<file path="config.mk">
export PLATFORM = sky130hd
export DESIGN_NAME = axi_adapter_top
export DESIGN_NICKNAME = d
export VERILOG_FILES = /design/src/rtl/axi_adapter_pkg.sv /design/src/rtl/line_fill_if.sv /design/src/rtl/adapter_req_if.sv /design/src/rtl/axi_adapter_top.sv /design/src/rtl/line_buffer.sv /design/src/rtl/read_engine.sv /design/src/rtl/write_engine.sv /design/src/rtl/req_dispatch.sv
export SDC_FILE = /design/constraint.sdc
export NUM_CORES = 1
export LEC_CHECK = 0
export BUFFER_PORTS_ARGS = -buffer_cell sky130_fd_sc_hd__buf_2
export CAP_MARGIN = 40
export CORE_AREA = 2 2 356 358
export DETAILED_ROUTE_END_ITERATION = 16
export DIE_AREA = 0 0 358 360
export HOLD_SLACK_MARGIN = 0.15
export SETUP_SLACK_MARGIN = 0.05
export SYNTH_ARGS = -nofsm -noshare
export SYNTH_HDL_FRONTEND = slang
export SYNTH_SLANG_ARGS = --single-unit
</file>
<file path="constraint.sdc">
create_clock -name clk_i -period 9.9 [get_ports clk_i]
set_clock_uncertainty 0.2 [all_clocks]
set_input_delay 0.99 -clock clk_i [delete_from_list [all_inputs] [get_ports clk_i]]
set_output_delay 0.99 -clock clk_i [all_outputs]
set_load 0.02 [all_outputs]
</file>
<file path="src/rtl/axi_adapter_pkg.sv">
package axi_adapter_pkg;

  // one data word of the cache interface
  localparam int unsigned XLEN = 64;

  // low address bits that select a byte inside one word
  localparam int unsigned WORD_BYTE_BITS = 3;

  typedef logic [XLEN-1:0]   word_t;
  typedef logic [XLEN/8-1:0] strb_t;

  // axi size code of one beat: 1, 2, 4 or 8 bytes
  typedef logic [2:0] size_t;

  // axi burst length, beats minus one
  typedef logic [7:0] axi_len_t;

  // length code of a one-beat transfer
  localparam axi_len_t LEN_SINGLE = 8'd0;

  typedef enum logic {SINGLE_REQ, LINE_REQ} req_type_e;

  typedef enum logic [1:0] {DISP_IDLE, DISP_WRITE, DISP_READ} dispatch_state_e;

  typedef enum logic [2:0] {
    WR_IDLE,
    WAIT_AW_READY,
    WAIT_LAST_W_READY,
    WAIT_LAST_W_READY_AW_READY,
    WAIT_AW_READY_BURST,
    WAIT_B_VALID
  } write_state_e;

  typedef enum logic [1:0] {RD_IDLE, WAIT_R_VALID, WAIT_R_VALID_MULTIPLE, COMPLETE_READ} read_state_e;

endpackage
</file>
<file path="src/rtl/line_fill_if.sv">
interface line_fill_if import axi_adapter_pkg::*; #(
  parameter int unsigned LINE_WORDS = 4
) ();

  localparam int unsigned IDX_W = $clog2(LINE_WORDS);

  logic                      load_offset;
  logic [IDX_W-1:0]          offset;
  logic                      fill;
  logic [IDX_W-1:0]          fill_index;
  word_t                     fill_data;
  // the cache line itself, held by the buffer
  word_t [LINE_WORDS-1:0]    line;

  modport filler (output load_offset, offset, fill, fill_index, fill_data);

  modport buffer (input load_offset, offset, fill, fill_index, fill_data, output line);

endinterface

</file>
<file path="src/rtl/adapter_req_if.sv">
interface adapter_req_if import axi_adapter_pkg::*; #(
  parameter int unsigned LINE_WORDS = 4,
  parameter int unsigned ID_WIDTH   = 4,
  parameter int unsigned ADDR_WIDTH = 32
) ();

  logic                  start;
  req_type_e             line;
  logic [ADDR_WIDTH-1:0] addr;
  size_t                 size;
  logic [ID_WIDTH-1:0]   id;
  axi_len_t              len;
  logic                  gnt;
  logic                  done;

  // burst length follows the request type
  assign len = (line == LINE_REQ) ? axi_len_t'(LINE_WORDS - 1) : LEN_SINGLE;

  modport dispatch (output start, line, addr, size, id, input gnt, done);

  modport engine (input start, line, addr, size, id, len, output gnt, done);

endinterface

</file>
<file path="src/rtl/axi_adapter_top.sv">
module axi_adapter_top import axi_adapter_pkg::*; #(
  parameter int unsigned LINE_WORDS = 4,
  parameter int unsigned ID_WIDTH   = 4,
  parameter int unsigned ADDR_WIDTH = 32
) (
  input  logic                   clk_i,
  input  logic                   reset_i,
  // cache request side
  output logic                   busy_o,
  input  logic                   req_i,
  input  req_type_e              type_i,
  output logic                   gnt_o,
  input  logic [ADDR_WIDTH-1:0]  addr_i,
  input  logic                   we_i,
  input  word_t [LINE_WORDS-1:0] wdata_i,
  input  strb_t [LINE_WORDS-1:0] be_i,
  input  size_t                  size_i,
  input  logic [ID_WIDTH-1:0]    id_i,
  output logic                   valid_o,
  output word_t [LINE_WORDS-1:0] rdata_o,
  output logic [ID_WIDTH-1:0]    id_o,
  output word_t                  critical_word_o,
  output logic                   critical_word_valid_o,
  // ------------------------------------------------------------
  // axi master side
  // ------------------------------------------------------------
  output logic                   aw_valid_o,
  input  logic                   aw_ready_i,
  output logic [ADDR_WIDTH-1:0]  aw_addr_o,
  output axi_len_t               aw_len_o,
  output size_t                  aw_size_o,
  output logic [ID_WIDTH-1:0]    aw_id_o,
  output logic                   w_valid_o,
  input  logic                   w_ready_i,
  output word_t                  w_data_o,
  output strb_t                  w_strb_o,
  output logic                   w_last_o,
  input  logic                   b_valid_i,
  output logic                   b_ready_o,
  input  logic [ID_WIDTH-1:0]    b_id_i,
  output logic                   ar_valid_o,
  input  logic                   ar_ready_i,
  output logic [ADDR_WIDTH-1:0]  ar_addr_o,
  output axi_len_t               ar_len_o,
  output size_t                  ar_size_o,
  output logic [ID_WIDTH-1:0]    ar_id_o,
  input  logic                   r_valid_i,
  output logic                   r_ready_o,
  input  word_t                  r_data_i,
  input  logic [ID_WIDTH-1:0]    r_id_i,
  input  logic                   r_last_i
);

  logic [ID_WIDTH-1:0] rd_id;

  adapter_req_if #(
    .LINE_WORDS(LINE_WORDS), .ID_WIDTH(ID_WIDTH), .ADDR_WIDTH(ADDR_WIDTH)
  ) wr_req ();

  adapter_req_if #(
    .LINE_WORDS(LINE_WORDS), .ID_WIDTH(ID_WIDTH), .ADDR_WIDTH(ADDR_WIDTH)
  ) rd_req ();

  line_fill_if #(.LINE_WORDS(LINE_WORDS)) fill ();

  req_dispatch #(.ID_WIDTH(ID_WIDTH), .ADDR_WIDTH(ADDR_WIDTH)) dispatch_i (
    .clk_i, .reset_i, .req_i, .type_i, .we_i, .addr_i, .size_i, .id_i,
    .busy_o, .gnt_o, .valid_o, .id_o,
    .wr_req(wr_req.dispatch), .rd_req(rd_req.dispatch),
    .b_id_i, .rd_id_i(rd_id)
  );

  write_engine #(
    .LINE_WORDS(LINE_WORDS), .ID_WIDTH(ID_WIDTH), .ADDR_WIDTH(ADDR_WIDTH)
  ) write_i (
    .clk_i, .reset_i, .req(wr_req.engine), .wdata_i, .be_i,
    .aw_valid_o, .aw_ready_i, .aw_addr_o, .aw_len_o, .aw_size_o, .aw_id_o,
    .w_valid_o, .w_ready_i, .w_data_o, .w_strb_o, .w_last_o,
    .b_valid_i, .b_ready_o
  );

  read_engine #(
    .LINE_WORDS(LINE_WORDS), .ID_WIDTH(ID_WIDTH), .ADDR_WIDTH(ADDR_WIDTH)
  ) read_i (
    .clk_i, .reset_i, .req(rd_req.engine),
    .ar_valid_o, .ar_ready_i, .ar_addr_o, .ar_len_o, .ar_size_o, .ar_id_o,
    .r_valid_i, .r_ready_o, .r_data_i, .r_id_i, .r_last_i,
    .rd_id_o(rd_id), .fill(fill.filler)
  );

  line_buffer #(.LINE_WORDS(LINE_WORDS)) buffer_i (
    .clk_i, .reset_i, .fill(fill.buffer),
    .rdata_o, .critical_word_o, .critical_word_valid_o
  );

endmodule

</file>
<file path="src/rtl/line_buffer.sv">
module line_buffer import axi_adapter_pkg::*; #(
  parameter int unsigned LINE_WORDS = 4
) (
  input  logic                   clk_i,
  input  logic                   reset_i,
  line_fill_if.buffer            fill,
  output word_t [LINE_WORDS-1:0] rdata_o,
  output word_t                  critical_word_o,
  output logic                   critical_word_valid_o
);

  localparam int unsigned IDX_W = $clog2(LINE_WORDS);

  logic [IDX_W-1:0] offset_q;
  // set by a line read, cleared once its critical word has passed
  logic             armed_q;

  assign rdata_o               = fill.line;
  assign critical_word_o       = fill.fill_data;
  assign critical_word_valid_o = fill.fill & armed_q & (fill.fill_index == offset_q);

  // ------------------------------------------------------------
  // line storage and critical word tracking
  // ------------------------------------------------------------
  always_ff @(posedge clk_i) begin
    if (fill.fill) begin
      fill.line[fill.fill_index] <= fill.fill_data;
    end
    if (fill.load_offset) begin
      offset_q <= fill.offset;
    end
  end

  always_ff @(posedge clk_i) begin
    if (reset_i) begin
      armed_q <= 1'b0;
    end else if (fill.load_offset) begin
      armed_q <= 1'b1;
    end else if (critical_word_valid_o) begin
      armed_q <= 1'b0;
    end
  end

endmodule

</file>
<file path="src/rtl/read_engine.sv">
module read_engine import axi_adapter_pkg::*; #(
  parameter int unsigned LINE_WORDS = 4,
  parameter int unsigned ID_WIDTH   = 4,
  parameter int unsigned ADDR_WIDTH = 32
) (
  input  logic                  clk_i,
  input  logic                  reset_i,
  adapter_req_if.engine         req,
  output logic                  ar_valid_o,
  input  logic                  ar_ready_i,
  output logic [ADDR_WIDTH-1:0] ar_addr_o,
  output axi_len_t              ar_len_o,
  output size_t                 ar_size_o,
  output logic [ID_WIDTH-1:0]   ar_id_o,
  input  logic                  r_valid_i,
  output logic                  r_ready_o,
  input  word_t                 r_data_i,
  input  logic [ID_WIDTH-1:0]   r_id_i,
  input  logic                  r_last_i,
  output logic [ID_WIDTH-1:0]   rd_id_o,
  line_fill_if.filler           fill
);

  localparam int unsigned IDX_W    = $clog2(LINE_WORDS);
  localparam int unsigned LINE_OFF = WORD_BYTE_BITS + IDX_W;

  read_state_e         state_q, state_d;
  // index of the next beat within the line
  logic [IDX_W-1:0]    cnt_q, cnt_d;
  logic [ID_WIDTH-1:0] id_q, id_d;

  // line reads start at the aligned base, single reads at the exact address
  assign ar_addr_o = (req.line == LINE_REQ) ? {req.addr[ADDR_WIDTH-1:LINE_OFF], {LINE_OFF{1'b0}}}
                                            : req.addr;
  assign ar_len_o  = req.len;
  assign ar_size_o = req.size;
  assign ar_id_o   = req.id;
  assign rd_id_o   = id_q;

  assign fill.offset     = req.addr[WORD_BYTE_BITS +: IDX_W];
  assign fill.fill_data  = r_data_i;
  assign fill.fill_index = (state_q == WAIT_R_VALID_MULTIPLE) ? cnt_q : '0;

  always_comb begin
    ar_valid_o       = 1'b0;
    r_ready_o        = 1'b0;
    fill.load_offset = 1'b0;
    fill.fill        = 1'b0;
    req.gnt          = 1'b0;
    req.done         = 1'b0;
    state_d          = state_q;
    cnt_d            = cnt_q;
    id_d             = id_q;

    case (state_q)
      RD_IDLE: begin
        cnt_d = '0;
        if (req.start) begin
          ar_valid_o = 1'b1;
          req.gnt    = ar_ready_i;
          if (ar_ready_i) begin
            fill.load_offset = req.line == LINE_REQ;
            state_d = (req.line == LINE_REQ) ? WAIT_R_VALID_MULTIPLE : WAIT_R_VALID;
          end
        end
      end

      WAIT_R_VALID, WAIT_R_VALID_MULTIPLE: begin
        r_ready_o = 1'b1;
        if (r_valid_i) begin
          fill.fill = 1'b1;
          cnt_d     = cnt_q + 1'b1;
          if (r_last_i) begin
            id_d    = r_id_i;
            state_d = COMPLETE_READ;
          end
        end
      end

      // line register now holds the last beat
      COMPLETE_READ: begin
        req.done = 1'b1;
        state_d  = RD_IDLE;
      end

      default: state_d = RD_IDLE;
    endcase
  end

  always_ff @(posedge clk_i) begin
    if (reset_i) begin
      state_q <= RD_IDLE;
      cnt_q   <= '0;
    end else begin
      state_q <= state_d;
      cnt_q   <= cnt_d;
    end
    id_q <= id_d;
  end

endmodule

</file>
<file path="src/rtl/write_engine.sv">
module write_engine import axi_adapter_pkg::*; #(
  parameter int unsigned LINE_WORDS = 4,
  parameter int unsigned ID_WIDTH   = 4,
  parameter int unsigned ADDR_WIDTH = 32
) (
  input  logic                   clk_i,
  input  logic                   reset_i,
  adapter_req_if.engine          req,
  input  word_t [LINE_WORDS-1:0] wdata_i,
  input  strb_t [LINE_WORDS-1:0] be_i,
  output logic                   aw_valid_o,
  input  logic                   aw_ready_i,
  output logic [ADDR_WIDTH-1:0]  aw_addr_o,
  output axi_len_t               aw_len_o,
  output size_t                  aw_size_o,
  output logic [ID_WIDTH-1:0]    aw_id_o,
  output logic                   w_valid_o,
  input  logic                   w_ready_i,
  output word_t                  w_data_o,
  output strb_t                  w_strb_o,
  output logic                   w_last_o,
  input  logic                   b_valid_i,
  output logic                   b_ready_o
);

  localparam int unsigned BURST = LINE_WORDS - 1;
  localparam int unsigned CNT_W = $clog2(LINE_WORDS);

  write_state_e     state_q, state_d;
  // beats still to send after the current one
  logic [CNT_W-1:0] cnt_q, cnt_d;
  logic [CNT_W-1:0] beat_idx;

  assign aw_addr_o = req.addr;
  assign aw_len_o  = req.len;
  assign aw_size_o = req.size;
  assign aw_id_o   = req.id;

  // first beat is always word 0, a single write never moves past it
  assign beat_idx = (state_q == WR_IDLE || req.line == SINGLE_REQ) ? '0
                                                                   : CNT_W'(BURST) - cnt_q;
  assign w_data_o = wdata_i[beat_idx];
  assign w_strb_o = be_i[beat_idx];

  always_comb begin
    aw_valid_o = 1'b0;
    w_valid_o  = 1'b0;
    w_last_o   = 1'b0;
    b_ready_o  = 1'b0;
    req.gnt    = 1'b0;
    req.done   = 1'b0;
    state_d    = state_q;
    cnt_d      = cnt_q;

    case (state_q)
      WR_IDLE: begin
        cnt_d = '0;
        if (req.start) begin
          // address and first beat go out together
          aw_valid_o = 1'b1;
          w_valid_o  = 1'b1;
          if (req.line == SINGLE_REQ) begin
            w_last_o = 1'b1;
            req.gnt  = aw_ready_i & w_ready_i;
            case ({aw_ready_i, w_ready_i})
              2'b11:   state_d = WAIT_B_VALID;
              2'b01:   state_d = WAIT_AW_READY;
              2'b10:   state_d = WAIT_LAST_W_READY;
              default: state_d = WR_IDLE;
            endcase
          end else begin
            cnt_d = w_ready_i ? CNT_W'(BURST - 1) : CNT_W'(BURST);
            case ({aw_ready_i, w_ready_i})
              2'b11:   state_d = WAIT_LAST_W_READY;
              2'b01:   state_d = WAIT_LAST_W_READY_AW_READY;
              2'b10:   state_d = WAIT_LAST_W_READY;
              default: state_d = WR_IDLE;
            endcase
          end
        end
      end

      // single write, data taken, address still pending
      WAIT_AW_READY: begin
        aw_valid_o = 1'b1;
        if (aw_ready_i) begin
          req.gnt = 1'b1;
          state_d = WAIT_B_VALID;
        end
      end

      // burst with both address and data beats outstanding
      WAIT_LAST_W_READY_AW_READY: begin
        aw_valid_o = 1'b1;
        w_valid_o  = 1'b1;
        w_last_o   = cnt_q == '0;
        case ({aw_ready_i, w_ready_i})
          2'b01: begin
            if (cnt_q == '0) begin
              state_d = WAIT_AW_READY_BURST;
            end else begin
              cnt_d = cnt_q - 1'b1;
            end
          end
          2'b10: state_d = WAIT_LAST_W_READY;
          2'b11: begin
            if (cnt_q == '0) begin
              req.gnt = 1'b1;
              state_d = WAIT_B_VALID;
            end else begin
              cnt_d   = cnt_q - 1'b1;
              state_d = WAIT_LAST_W_READY;
            end
          end
          default: state_d = state_q;
        endcase
      end

      // all data sent, burst address pending
      WAIT_AW_READY_BURST: begin
        aw_valid_o = 1'b1;
        if (aw_ready_i) begin
          req.gnt = 1'b1;
          state_d = WAIT_B_VALID;
        end
      end

      WAIT_LAST_W_READY: begin
        w_valid_o = 1'b1;
        if (cnt_q == '0) begin
          w_last_o = 1'b1;
          if (w_ready_i) begin
            req.gnt = 1'b1;
            state_d = WAIT_B_VALID;
          end
        end else if (w_ready_i) begin
          cnt_d = cnt_q - 1'b1;
        end
      end

      WAIT_B_VALID: begin
        if (b_valid_i) begin
          b_ready_o = 1'b1;
          req.done  = 1'b1;
          state_d   = WR_IDLE;
        end
      end

      default: state_d = WR_IDLE;
    endcase
  end

  always_ff @(posedge clk_i) begin
    if (reset_i) begin
      state_q <= WR_IDLE;
      cnt_q   <= '0;
    end else begin
      state_q <= state_d;
      cnt_q   <= cnt_d;
    end
  end

endmodule

</file>
<file path="src/rtl/req_dispatch.sv">
module req_dispatch import axi_adapter_pkg::*; #(
  parameter int unsigned ID_WIDTH   = 4,
  parameter int unsigned ADDR_WIDTH = 32
) (
  input  logic                  clk_i,
  input  logic                  reset_i,
  input  logic                  req_i,
  input  req_type_e             type_i,
  input  logic                  we_i,
  input  logic [ADDR_WIDTH-1:0] addr_i,
  input  size_t                 size_i,
  input  logic [ID_WIDTH-1:0]   id_i,
  output logic                  busy_o,
  output logic                  gnt_o,
  output logic                  valid_o,
  output logic [ID_WIDTH-1:0]   id_o,
  adapter_req_if.dispatch       wr_req,
  adapter_req_if.dispatch       rd_req,
  input  logic [ID_WIDTH-1:0]   b_id_i,
  input  logic [ID_WIDTH-1:0]   rd_id_i
);

  dispatch_state_e state_q;
  logic            granted_q;

  // request fields go to both engines, only start selects one
  assign wr_req.line = type_i;
  assign wr_req.addr = addr_i;
  assign wr_req.size = size_i;
  assign wr_req.id   = id_i;
  assign rd_req.line = type_i;
  assign rd_req.addr = addr_i;
  assign rd_req.size = size_i;
  assign rd_req.id   = id_i;

  // start is offered in the request cycle and held until granted
  assign wr_req.start = we_i & ((state_q == DISP_IDLE & req_i) |
                                (state_q == DISP_WRITE & ~granted_q));
  assign rd_req.start = ~we_i & ((state_q == DISP_IDLE & req_i) |
                                 (state_q == DISP_READ & ~granted_q));

  assign gnt_o   = wr_req.gnt | rd_req.gnt;
  assign valid_o = wr_req.done | rd_req.done;
  assign busy_o  = state_q != DISP_IDLE;
  // write id comes straight off the b channel, read id was latched on r_last
  assign id_o    = (state_q == DISP_READ) ? rd_id_i : b_id_i;

  always_ff @(posedge clk_i) begin
    if (reset_i) begin
      state_q   <= DISP_IDLE;
      granted_q <= 1'b0;
    end else begin
      case (state_q)
        DISP_IDLE: begin
          if (req_i) begin
            state_q   <= we_i ? DISP_WRITE : DISP_READ;
            granted_q <= gnt_o;
          end
        end
        default: begin
          if (gnt_o) begin
            granted_q <= 1'b1;
          end
          if (valid_o) begin
            state_q   <= DISP_IDLE;
            granted_q <= 1'b0;
          end
        end
      endcase
    end
  end

endmodule

</file>
After elaboration in Yosys (flattened, before gate mapping)

Index checks and enable logic that the tools add are counted.
W data, S select, Z words.

Bitwise gates (word level): 15
$add $sub $neg: 3
Magnitude comparators: 3
Multiplexer cells: 77
Reduce and logical (&&, ||, !) cells: 25
Eq/ne operators: 29

Operator list:

| cell                 | number |
|---|---|
| $bwmux W256          | 1 |
| $bmux W64 S2         | 1 |
| $demux W64 S2        | 1 |
| $mux W64             | 2 |
| $mux W2              | 19 |
| $mux W1              | 30 |
| $mux W3              | 8 |
| $ne A2 B2 Y1 const B | 10 |
| $pmux W3 S3          | 2 |
| $bmux W8 S2          | 1 |
| $pmux W3 S5          | 1 |
| $pmux W2 S3          | 2 |
| $eq A2 B2 Y1 const B | 5 |
| $reduce_or A2 Y1     | 5 |
| $and A1 B1 Y1        | 8 |
| $mux W8              | 1 |
| $pmux W2 S2          | 2 |
| $reduce_bool A2 Y1   | 4 |
| $reduce_and A7 Y1    | 1 |
| $eq A2 B1 Y1 const B | 3 |
| $eq A3 B2 Y1 const B | 2 |
| $eq A3 B3 Y1 const B | 2 |
| $logic_not A2 Y1     | 3 |
| $lt A2 B3 Y1 const B | 2 |
| 25 further kinds     | 36 |

Register bits after elaboration: 275
Logic and storage cells: 165
Bits of input ports: 410

Longest topological paths before layout

Depth in word-level cells: 10
Depth in mapped cells: 8

By module

Synthesis repeated with hierarchy kept, for this count alone.

Cell total of the unflattened synthesis: 1240
Area, all modules: 15133.3 um^2

By module, submodules not included:

| module          | cells an instance | instances | sequential area each (um^2) | area an instance (um^2) |
|---|---|---|---|---|
| line_buffer     | 591               | 1         | 7767.4                      | 10248.6 |
| write_engine    | 384               | 1         | 100.1                       | 2736.4 |
| read_engine     | 154               | 1         | 200.2                       | 1273.7 |
| req_dispatch    | 110               | 1         | 60.1                        | 870.8 |
| axi_adapter_top | 1                 | 1         | 0.0                         | 3.8 |

Least setup slack after synthesis

Ideal clock, no wire load.

Path kind: input to register
Start point: input r_valid_i
End point: register buffer_i.fill.line[100], enable pin
Stages: 3
Library setup time: 565 ps
Data arrival time: 5633 ps
Slack: 3502 ps
Path through: and2_0 nand2_1 nor3_1

Cells in the longest elaborated chain, start to end: 2

RTL lines:

| element                         | line                  | RTL |
|---|---|---|
| from (decl)                     | axi_adapter_top.sv:47 | `input logic r_valid_i,` |
| $mux W1                         | read_engine.sv:70     | `if (r_valid_i) begin` |
| $mux W1                         | read_engine.sv:55     | `case (state_q)` |
| to (signal, indexed assignment) | line_buffer.sv:27     | `fill.line[fill.fill_index] <= fill.fill_data;` |
| to (decl)                       | line_fill_if.sv:17    | `modport buffer (input load_offset, offset, fill, fill_index, fill_data, output line);` |

No other way between the ends.
A chain may end at the register's enable or synchronous reset.

Worst setup path after layout

Start point: input type_i
End point: output w_data_o[15]

Cells in the longest elaborated chain, start to end: 5

RTL lines:

| element                        | line                  | RTL |
|---|---|---|
| from (decl)                    | axi_adapter_top.sv:11 | `input req_type_e type_i,` |
| $not A1 Y1                     | write_engine.sv:40    | `assign beat_idx = (state_q == WR_IDLE \|\| req.line == SINGLE_REQ) ? '0` |
| $logic_or A1 B1 Y1             | write_engine.sv:40    |  |
| $mux W2                        | write_engine.sv:40    |  |
| $bmux W64 S2                   | write_engine.sv:42    | `assign w_data_o = wdata_i[beat_idx];` |
| $mux W64 (implied by the code) | write_engine.sv:42    |  |
| to (decl)                      | axi_adapter_top.sv:35 | `output word_t w_data_o,` |

No other way between the ends. The select of a mux whose other input is x is not followed.

==> report_table.html <==
<table>
<tr><th>Metric</th><th>Value</th></tr>
<tr><th colspan="2">Run status</th></tr>
<tr><td>Status</td><td>finished, final reports clean</td></tr>
<tr><th colspan="2">Clock tree</th></tr>
<tr><td>Clock Root Buffer</td><td>sky130_fd_sc_hd__clkbuf_16</td></tr>
<tr><td>Post-CTS setup buffer count</td><td>0</td></tr>
<tr><td>Clock tree from TritonCTS</td><td>yes</td></tr>
<tr><td>Clock Tree Buf Depth</td><td>3</td></tr>
<tr><td>Number of buffers inserted during clock tree synthesis</td><td>30</td></tr>
<tr><td>Cts repair resizes</td><td>0</td></tr>
<tr><td>Insertion delay of the later-clocked pin in the worst-skew pair</td><td>0.59 ns</td></tr>
<tr><td>Clock transition time at the flip-flop clock pins of the worst setup and hold paths</td><td>0.06 ns</td></tr>
<tr><td>Clock net sink count</td><td>275</td></tr>
<tr><td>Hold-fix buffer count after cts</td><td>0</td></tr>
<tr><td>Max H-tree Level</td><td>1</td></tr>
<tr><th colspan="2">Floorplan</th></tr>
<tr><td>Number of top-level pins</td><td>910</td></tr>
<tr><td>Num rows</td><td>130</td></tr>
<tr><td>Core Box Area</td><td>125,000 um2</td></tr>
<tr><td>Die outline area</td><td>129,000 um2</td></tr>
<tr><td>Horizontal die dimension</td><td>358 um</td></tr>
<tr><td>Initial core utilization</td><td>0.0999</td></tr>
<tr><td>Height of the die</td><td>360 um</td></tr>
<tr><th colspan="2">Synthesis</th></tr>
<tr><td>Average cell area after synthesis</td><td>13.6 um2</td></tr>
<tr><td>Yosys synthesis warning count</td><td>0</td></tr>
<tr><td>Proportion of synthesized flip-flops having asynchronous set or reset</td><td>0</td></tr>
<tr><td>Proportion of synthesized chip area in sequential cells</td><td>0.651</td></tr>
<tr><td>Synthesized flop and latch total</td><td>275</td></tr>
<tr><td>Top area cells in the synthesized netlist</td><td>sky130_fd_sc_hd__edfxtp_1, sky130_fd_sc_hd__buf_4, sky130_fd_sc_hd__o22ai_2, sky130_fd_sc_hd__nand2_1, sky130_fd_sc_hd__a31oi_1</td></tr>
<tr><td>Number of enable flip-flop cells after synthesis</td><td>262</td></tr>
<tr><td>Netlist area before placement</td><td>12,500 um2</td></tr>
<tr><td>Largest area contributor in the synthesized netlist</td><td>sky130_fd_sc_hd__edfxtp_1</td></tr>
<tr><td>Top cell type's share of synthesized area</td><td>0.631</td></tr>
<tr><td>Mapped Cells</td><td>917</td></tr>
<tr><td>Count of cell types in the netlist</td><td>54</td></tr>
<tr><td>Primary FF master, synth</td><td>sky130_fd_sc_hd__edfxtp_1</td></tr>
<tr><th colspan="2">Global routing</th></tr>
<tr><td>Vias in the first global route</td><td>9,794</td></tr>
<tr><td>Largest net degree at the start of global routing</td><td>74</td></tr>
<tr><td>Global-route wire length before repair</td><td>108 mm</td></tr>
<tr><td>Total GRT Usage</td><td>0.130</td></tr>
<tr><td>Number of antenna violations at the first check in global routing</td><td>80</td></tr>
<tr><td>Remaining global-route overflow</td><td>0</td></tr>
<tr><th colspan="2">Layout</th></tr>
<tr><td>Final standard cell count with taps included and fillers excluded</td><td>3,254</td></tr>
<tr><td>Leading cell type in the layout, fill and taps excluded</td><td>sky130_fd_sc_hd__buf_2</td></tr>
<tr><td>Filler cells</td><td>14,200</td></tr>
<tr><td>Register Area</td><td>8130 um2</td></tr>
<tr><td>Final cell area excluding filler cells</td><td>18,300 um2</td></tr>
<tr><td>Area of the multi-input gates</td><td>2920 um2</td></tr>
<tr><td>Post-layout nets</td><td>1,989</td></tr>
<tr><td>Share of final-layout standard cells stronger than drive strength 1</td><td>0.589</td></tr>
<tr><td>Relative area change from synthesis to final layout</td><td>46.3%</td></tr>
<tr><td>Commonest non-fill, non-tap cells in the layout</td><td>sky130_fd_sc_hd__buf_2, sky130_fd_sc_hd__edfxtp_1, sky130_fd_sc_hd__nand2_1</td></tr>
<tr><th colspan="2">Worst setup path</th></tr>
<tr><td>Category of the worst setup path launch point</td><td>primary input</td></tr>
<tr><td>Category of the worst setup path capture point</td><td>output pin</td></tr>
<tr><td>Highest net fanout along the worst path</td><td>73</td></tr>
<tr><td>Crit path kind</td><td>in -&gt; out</td></tr>
<tr><td>Required time of the worst setup path</td><td>8.71 ns</td></tr>
<tr><td>Arrival time at the worst endpoint</td><td>4.27 ns</td></tr>
<tr><td>Beginning of the critical path</td><td>type_i</td></tr>
<tr><td>Startpoint of the most critical register-to-register path</td><td>read_i.state_q[1]$_SDFFE_PP0P_</td></tr>
<tr><th colspan="2">Power</th></tr>
<tr><td>Switching power total</td><td>1.45 mW</td></tr>
<tr><td>Power density over the cells</td><td>208 nW/um2</td></tr>
<tr><td>Sequential cell fraction of total power</td><td>0.369</td></tr>
<tr><td>Internal power component</td><td>2.34 mW</td></tr>
<tr><td>Proportion of power drawn by combinational gates</td><td>0.345</td></tr>
<tr><td>Final Total Pwr</td><td>3.79 mW</td></tr>
<tr><td>Peak supply drop</td><td>0.000216 V</td></tr>
<tr><td>Share of power burned in the clock network</td><td>0.286</td></tr>
<tr><td>Leakage power figure</td><td>7.22 nW</td></tr>
<tr><td>Switching fraction of total power</td><td>0.383</td></tr>
<tr><th colspan="2">Timing</th></tr>
<tr><td>Period minus WS final</td><td>5.46 ns</td></tr>
<tr><td>Final worst-path cycle share</td><td>0.552</td></tr>
<tr><td>Fin. max-slew vios</td><td>0</td></tr>
<tr><td>Final Hold Fails</td><td>0</td></tr>
<tr><td>Setup TNS after final layout</td><td>0 ns</td></tr>
<tr><td>Worst slew pin tran</td><td>0.908 ns</td></tr>
<tr><td>Final-report setup violation count</td><td>0</td></tr>
<tr><td>Setup repair after global routing missed its margin</td><td>no</td></tr>
<tr><td>Highest achievable clock rate</td><td>0.183 GHz</td></tr>
<tr><td>Worst max-slew margin expressed relative to the limit</td><td>0.394</td></tr>
<tr><th colspan="2">Detailed routing</th></tr>
<tr><td># DRC</td><td>0</td></tr>
<tr><td>Average routed wire per standard cell</td><td>27.3 um</td></tr>
<tr><td>DR vias/cell</td><td>3.35</td></tr>
<tr><td>Number of vias in the routed layout</td><td>10,900</td></tr>
<tr><td>Antenna-violating nets left</td><td>0</td></tr>
<tr><td>Length of routed met3 wiring</td><td>6.51 mm</td></tr>
<tr><td>Aggregate routed wire length</td><td>88.8 mm</td></tr>
<tr><td>Routed met2 length</td><td>44.4 mm</td></tr>
<tr><td>Met1 Routed Length</td><td>34.4 mm</td></tr>
<tr><td>First drt pass iteration count</td><td>6</td></tr>
<tr><td>Iter 0 DRT Violations</td><td>1,011</td></tr>
<tr><td>Top layer reached by signal wires</td><td>met5</td></tr>
<tr><th colspan="2">Placed design</th></tr>
<tr><td>Number of placed cells counting well taps</td><td>3,188</td></tr>
<tr><td>Count of port buffers added during placement</td><td>795</td></tr>
<tr><td>Cell Area, Placed</td><td>17,300 um2</td></tr>
<tr><td>Routability cong.</td><td>1.07</td></tr>
<tr><td>Detailed Place HPWL</td><td>77.9 mm</td></tr>
<tr><th colspan="2">Worst hold path</th></tr>
<tr><td>Worst Hold Launch</td><td>buffer_i.armed_q$_SDFFE_PP0P_</td></tr>
<tr><td>Class of the tightest hold or removal check</td><td>reg -&gt; reg</td></tr>
<tr><th colspan="2">Run</th></tr>
<tr><td>Max-cap violations</td><td>0</td></tr>
</table>
[worst max-delay path: stages]
cell and delay (ns):
sky130_fd_sc_hd__buf_2 0.38, sky130_fd_sc_hd__inv_2 0.14, sky130_fd_sc_hd__nor3_4 0.17, sky130_fd_sc_hd__buf_4 0.60
sky130_fd_sc_hd__or2_4 0.47, sky130_fd_sc_hd__buf_4 0.75, sky130_fd_sc_hd__o22ai_2 0.17, sky130_fd_sc_hd__a31oi_1 0.27
sky130_fd_sc_hd__buf_2 0.22
[cells by family after synthesis]
kind of cell | Yosys count | synth area share
AO/OA/AOI/OAI | 193 | 0.136
flip-flops | 275 | 0.651
adder cells (fa/ha/maj) | 9 | 0.00903
buffers and inverters | 213 | 0.121
XOR/XNOR | 2 | 0.00140
multiplexers | 5 | 0.00451
AND/OR/NAND/NOR | 219 | 0.0767
other | 1 | 0.000301
[state kept, by name, summed over array words and instances (netlist names)]
register / count
dispatch_i.granted_q: 1
read_i.cnt_q: 2
write_i.cnt_q: 2
dispatch_i.state_q: 2
write_i.state_q: 3
buffer_i.offset_q: 2
read_i.rd_id_o: 4
read_i.state_q: 2
buffer_i.fill.line: 256
buffer_i.armed_q: 1
[power by group through the flow]
stage / clock network (mW) / registers, mW / logic [mW]
2_1_floorplan: 0 / 1.48 / 0.741
3_3_place_gp: 0 / 1.42 / 1.31
3_5_place_dp: 0 / 1.42 / 1.32
4_1_cts: 1.13 / 1.40 / 1.32
5_1_grt: 1.17 / 1.40 / 1.39
6_report: 1.09 / 1.40 / 1.31
[area by class of cell]
cell class | instances | area share
well taps | 1650 | 0.113
multi-input cells | 440 | 0.160
inverters | 17 | 0.00350
clock buffers | 40 | 0.0443
clock inverters | 15 | 0.00740
repair buffers | 806 | 0.225
diodes | 11 | 0.00151
flip-flops and latches | 275 | 0.445
[path summary, 6_finish.rpt]
path	end	slack [ns]	cells after the start
worst min-delay path	buffer_i.armed_q$_SDFFE_PP0P_	0.30	2
worst max register to register	buffer_i.fill.line[187]$_DFFE_PP_	6.52	6
worst max-delay path	w_data_o[15]	4.44	9
worst min register to register	buffer_i.armed_q$_SDFFE_PP0P_	0.30	2
[Yosys cell counts (3+ instances only)]
| cell type | instances |
|---|---|
| sky130_fd_sc_hd__a211oi_1 | 3 |
| sky130_fd_sc_hd__nand2_1 | 154 |
| sky130_fd_sc_hd__nor3_1 | 7 |
| sky130_fd_sc_hd__buf_8 | 7 |
| sky130_fd_sc_hd__clkbuf_1 | 23 |
| sky130_fd_sc_hd__mux2_2 | 5 |
| sky130_fd_sc_hd__buf_6 | 3 |
| sky130_fd_sc_hd__edfxtp_1 | 262 |
| sky130_fd_sc_hd__o21ai_0 | 4 |
| sky130_fd_sc_hd__buf_4 | 161 |
| sky130_fd_sc_hd__nor2b_1 | 14 |
| sky130_fd_sc_hd__nor2_1 | 20 |
| sky130_fd_sc_hd__a21oi_1 | 10 |
| sky130_fd_sc_hd__o22ai_1 | 4 |
| sky130_fd_sc_hd__o21ai_1 | 6 |
| sky130_fd_sc_hd__inv_1 | 13 |
| sky130_fd_sc_hd__o22ai_2 | 70 |
| sky130_fd_sc_hd__o32ai_1 | 3 |
| sky130_fd_sc_hd__nand2b_1 | 5 |
| sky130_fd_sc_hd__ha_1 | 9 |
| sky130_fd_sc_hd__a31oi_1 | 72 |
| sky130_fd_sc_hd__a22oi_1 | 3 |
| sky130_fd_sc_hd__dfxtp_1 | 13 |
| sky130_fd_sc_hd__nand3_1 | 6 |
[routing by layer]
layer  track usage  vias up
met3        0.0287      237
li1              -     4559
met1         0.154     5304
met4        0.0352        8
met5             0        -
met2         0.234      791
[metrics by stage]
step	setup WS (ns)	hold slack [ns]	utilization
2_1_floorplan	3.50	0.260	-
3_3_place_gp	4.34	0.277	0.138
3_5_place_dp	4.41	0.290	0.138
4_1_cts	4.39	0.302	0.146
5_1_grt	4.14	0.325	0.146
6_report	4.44	0.296	0.146
(Power assumes the default switching activity.)
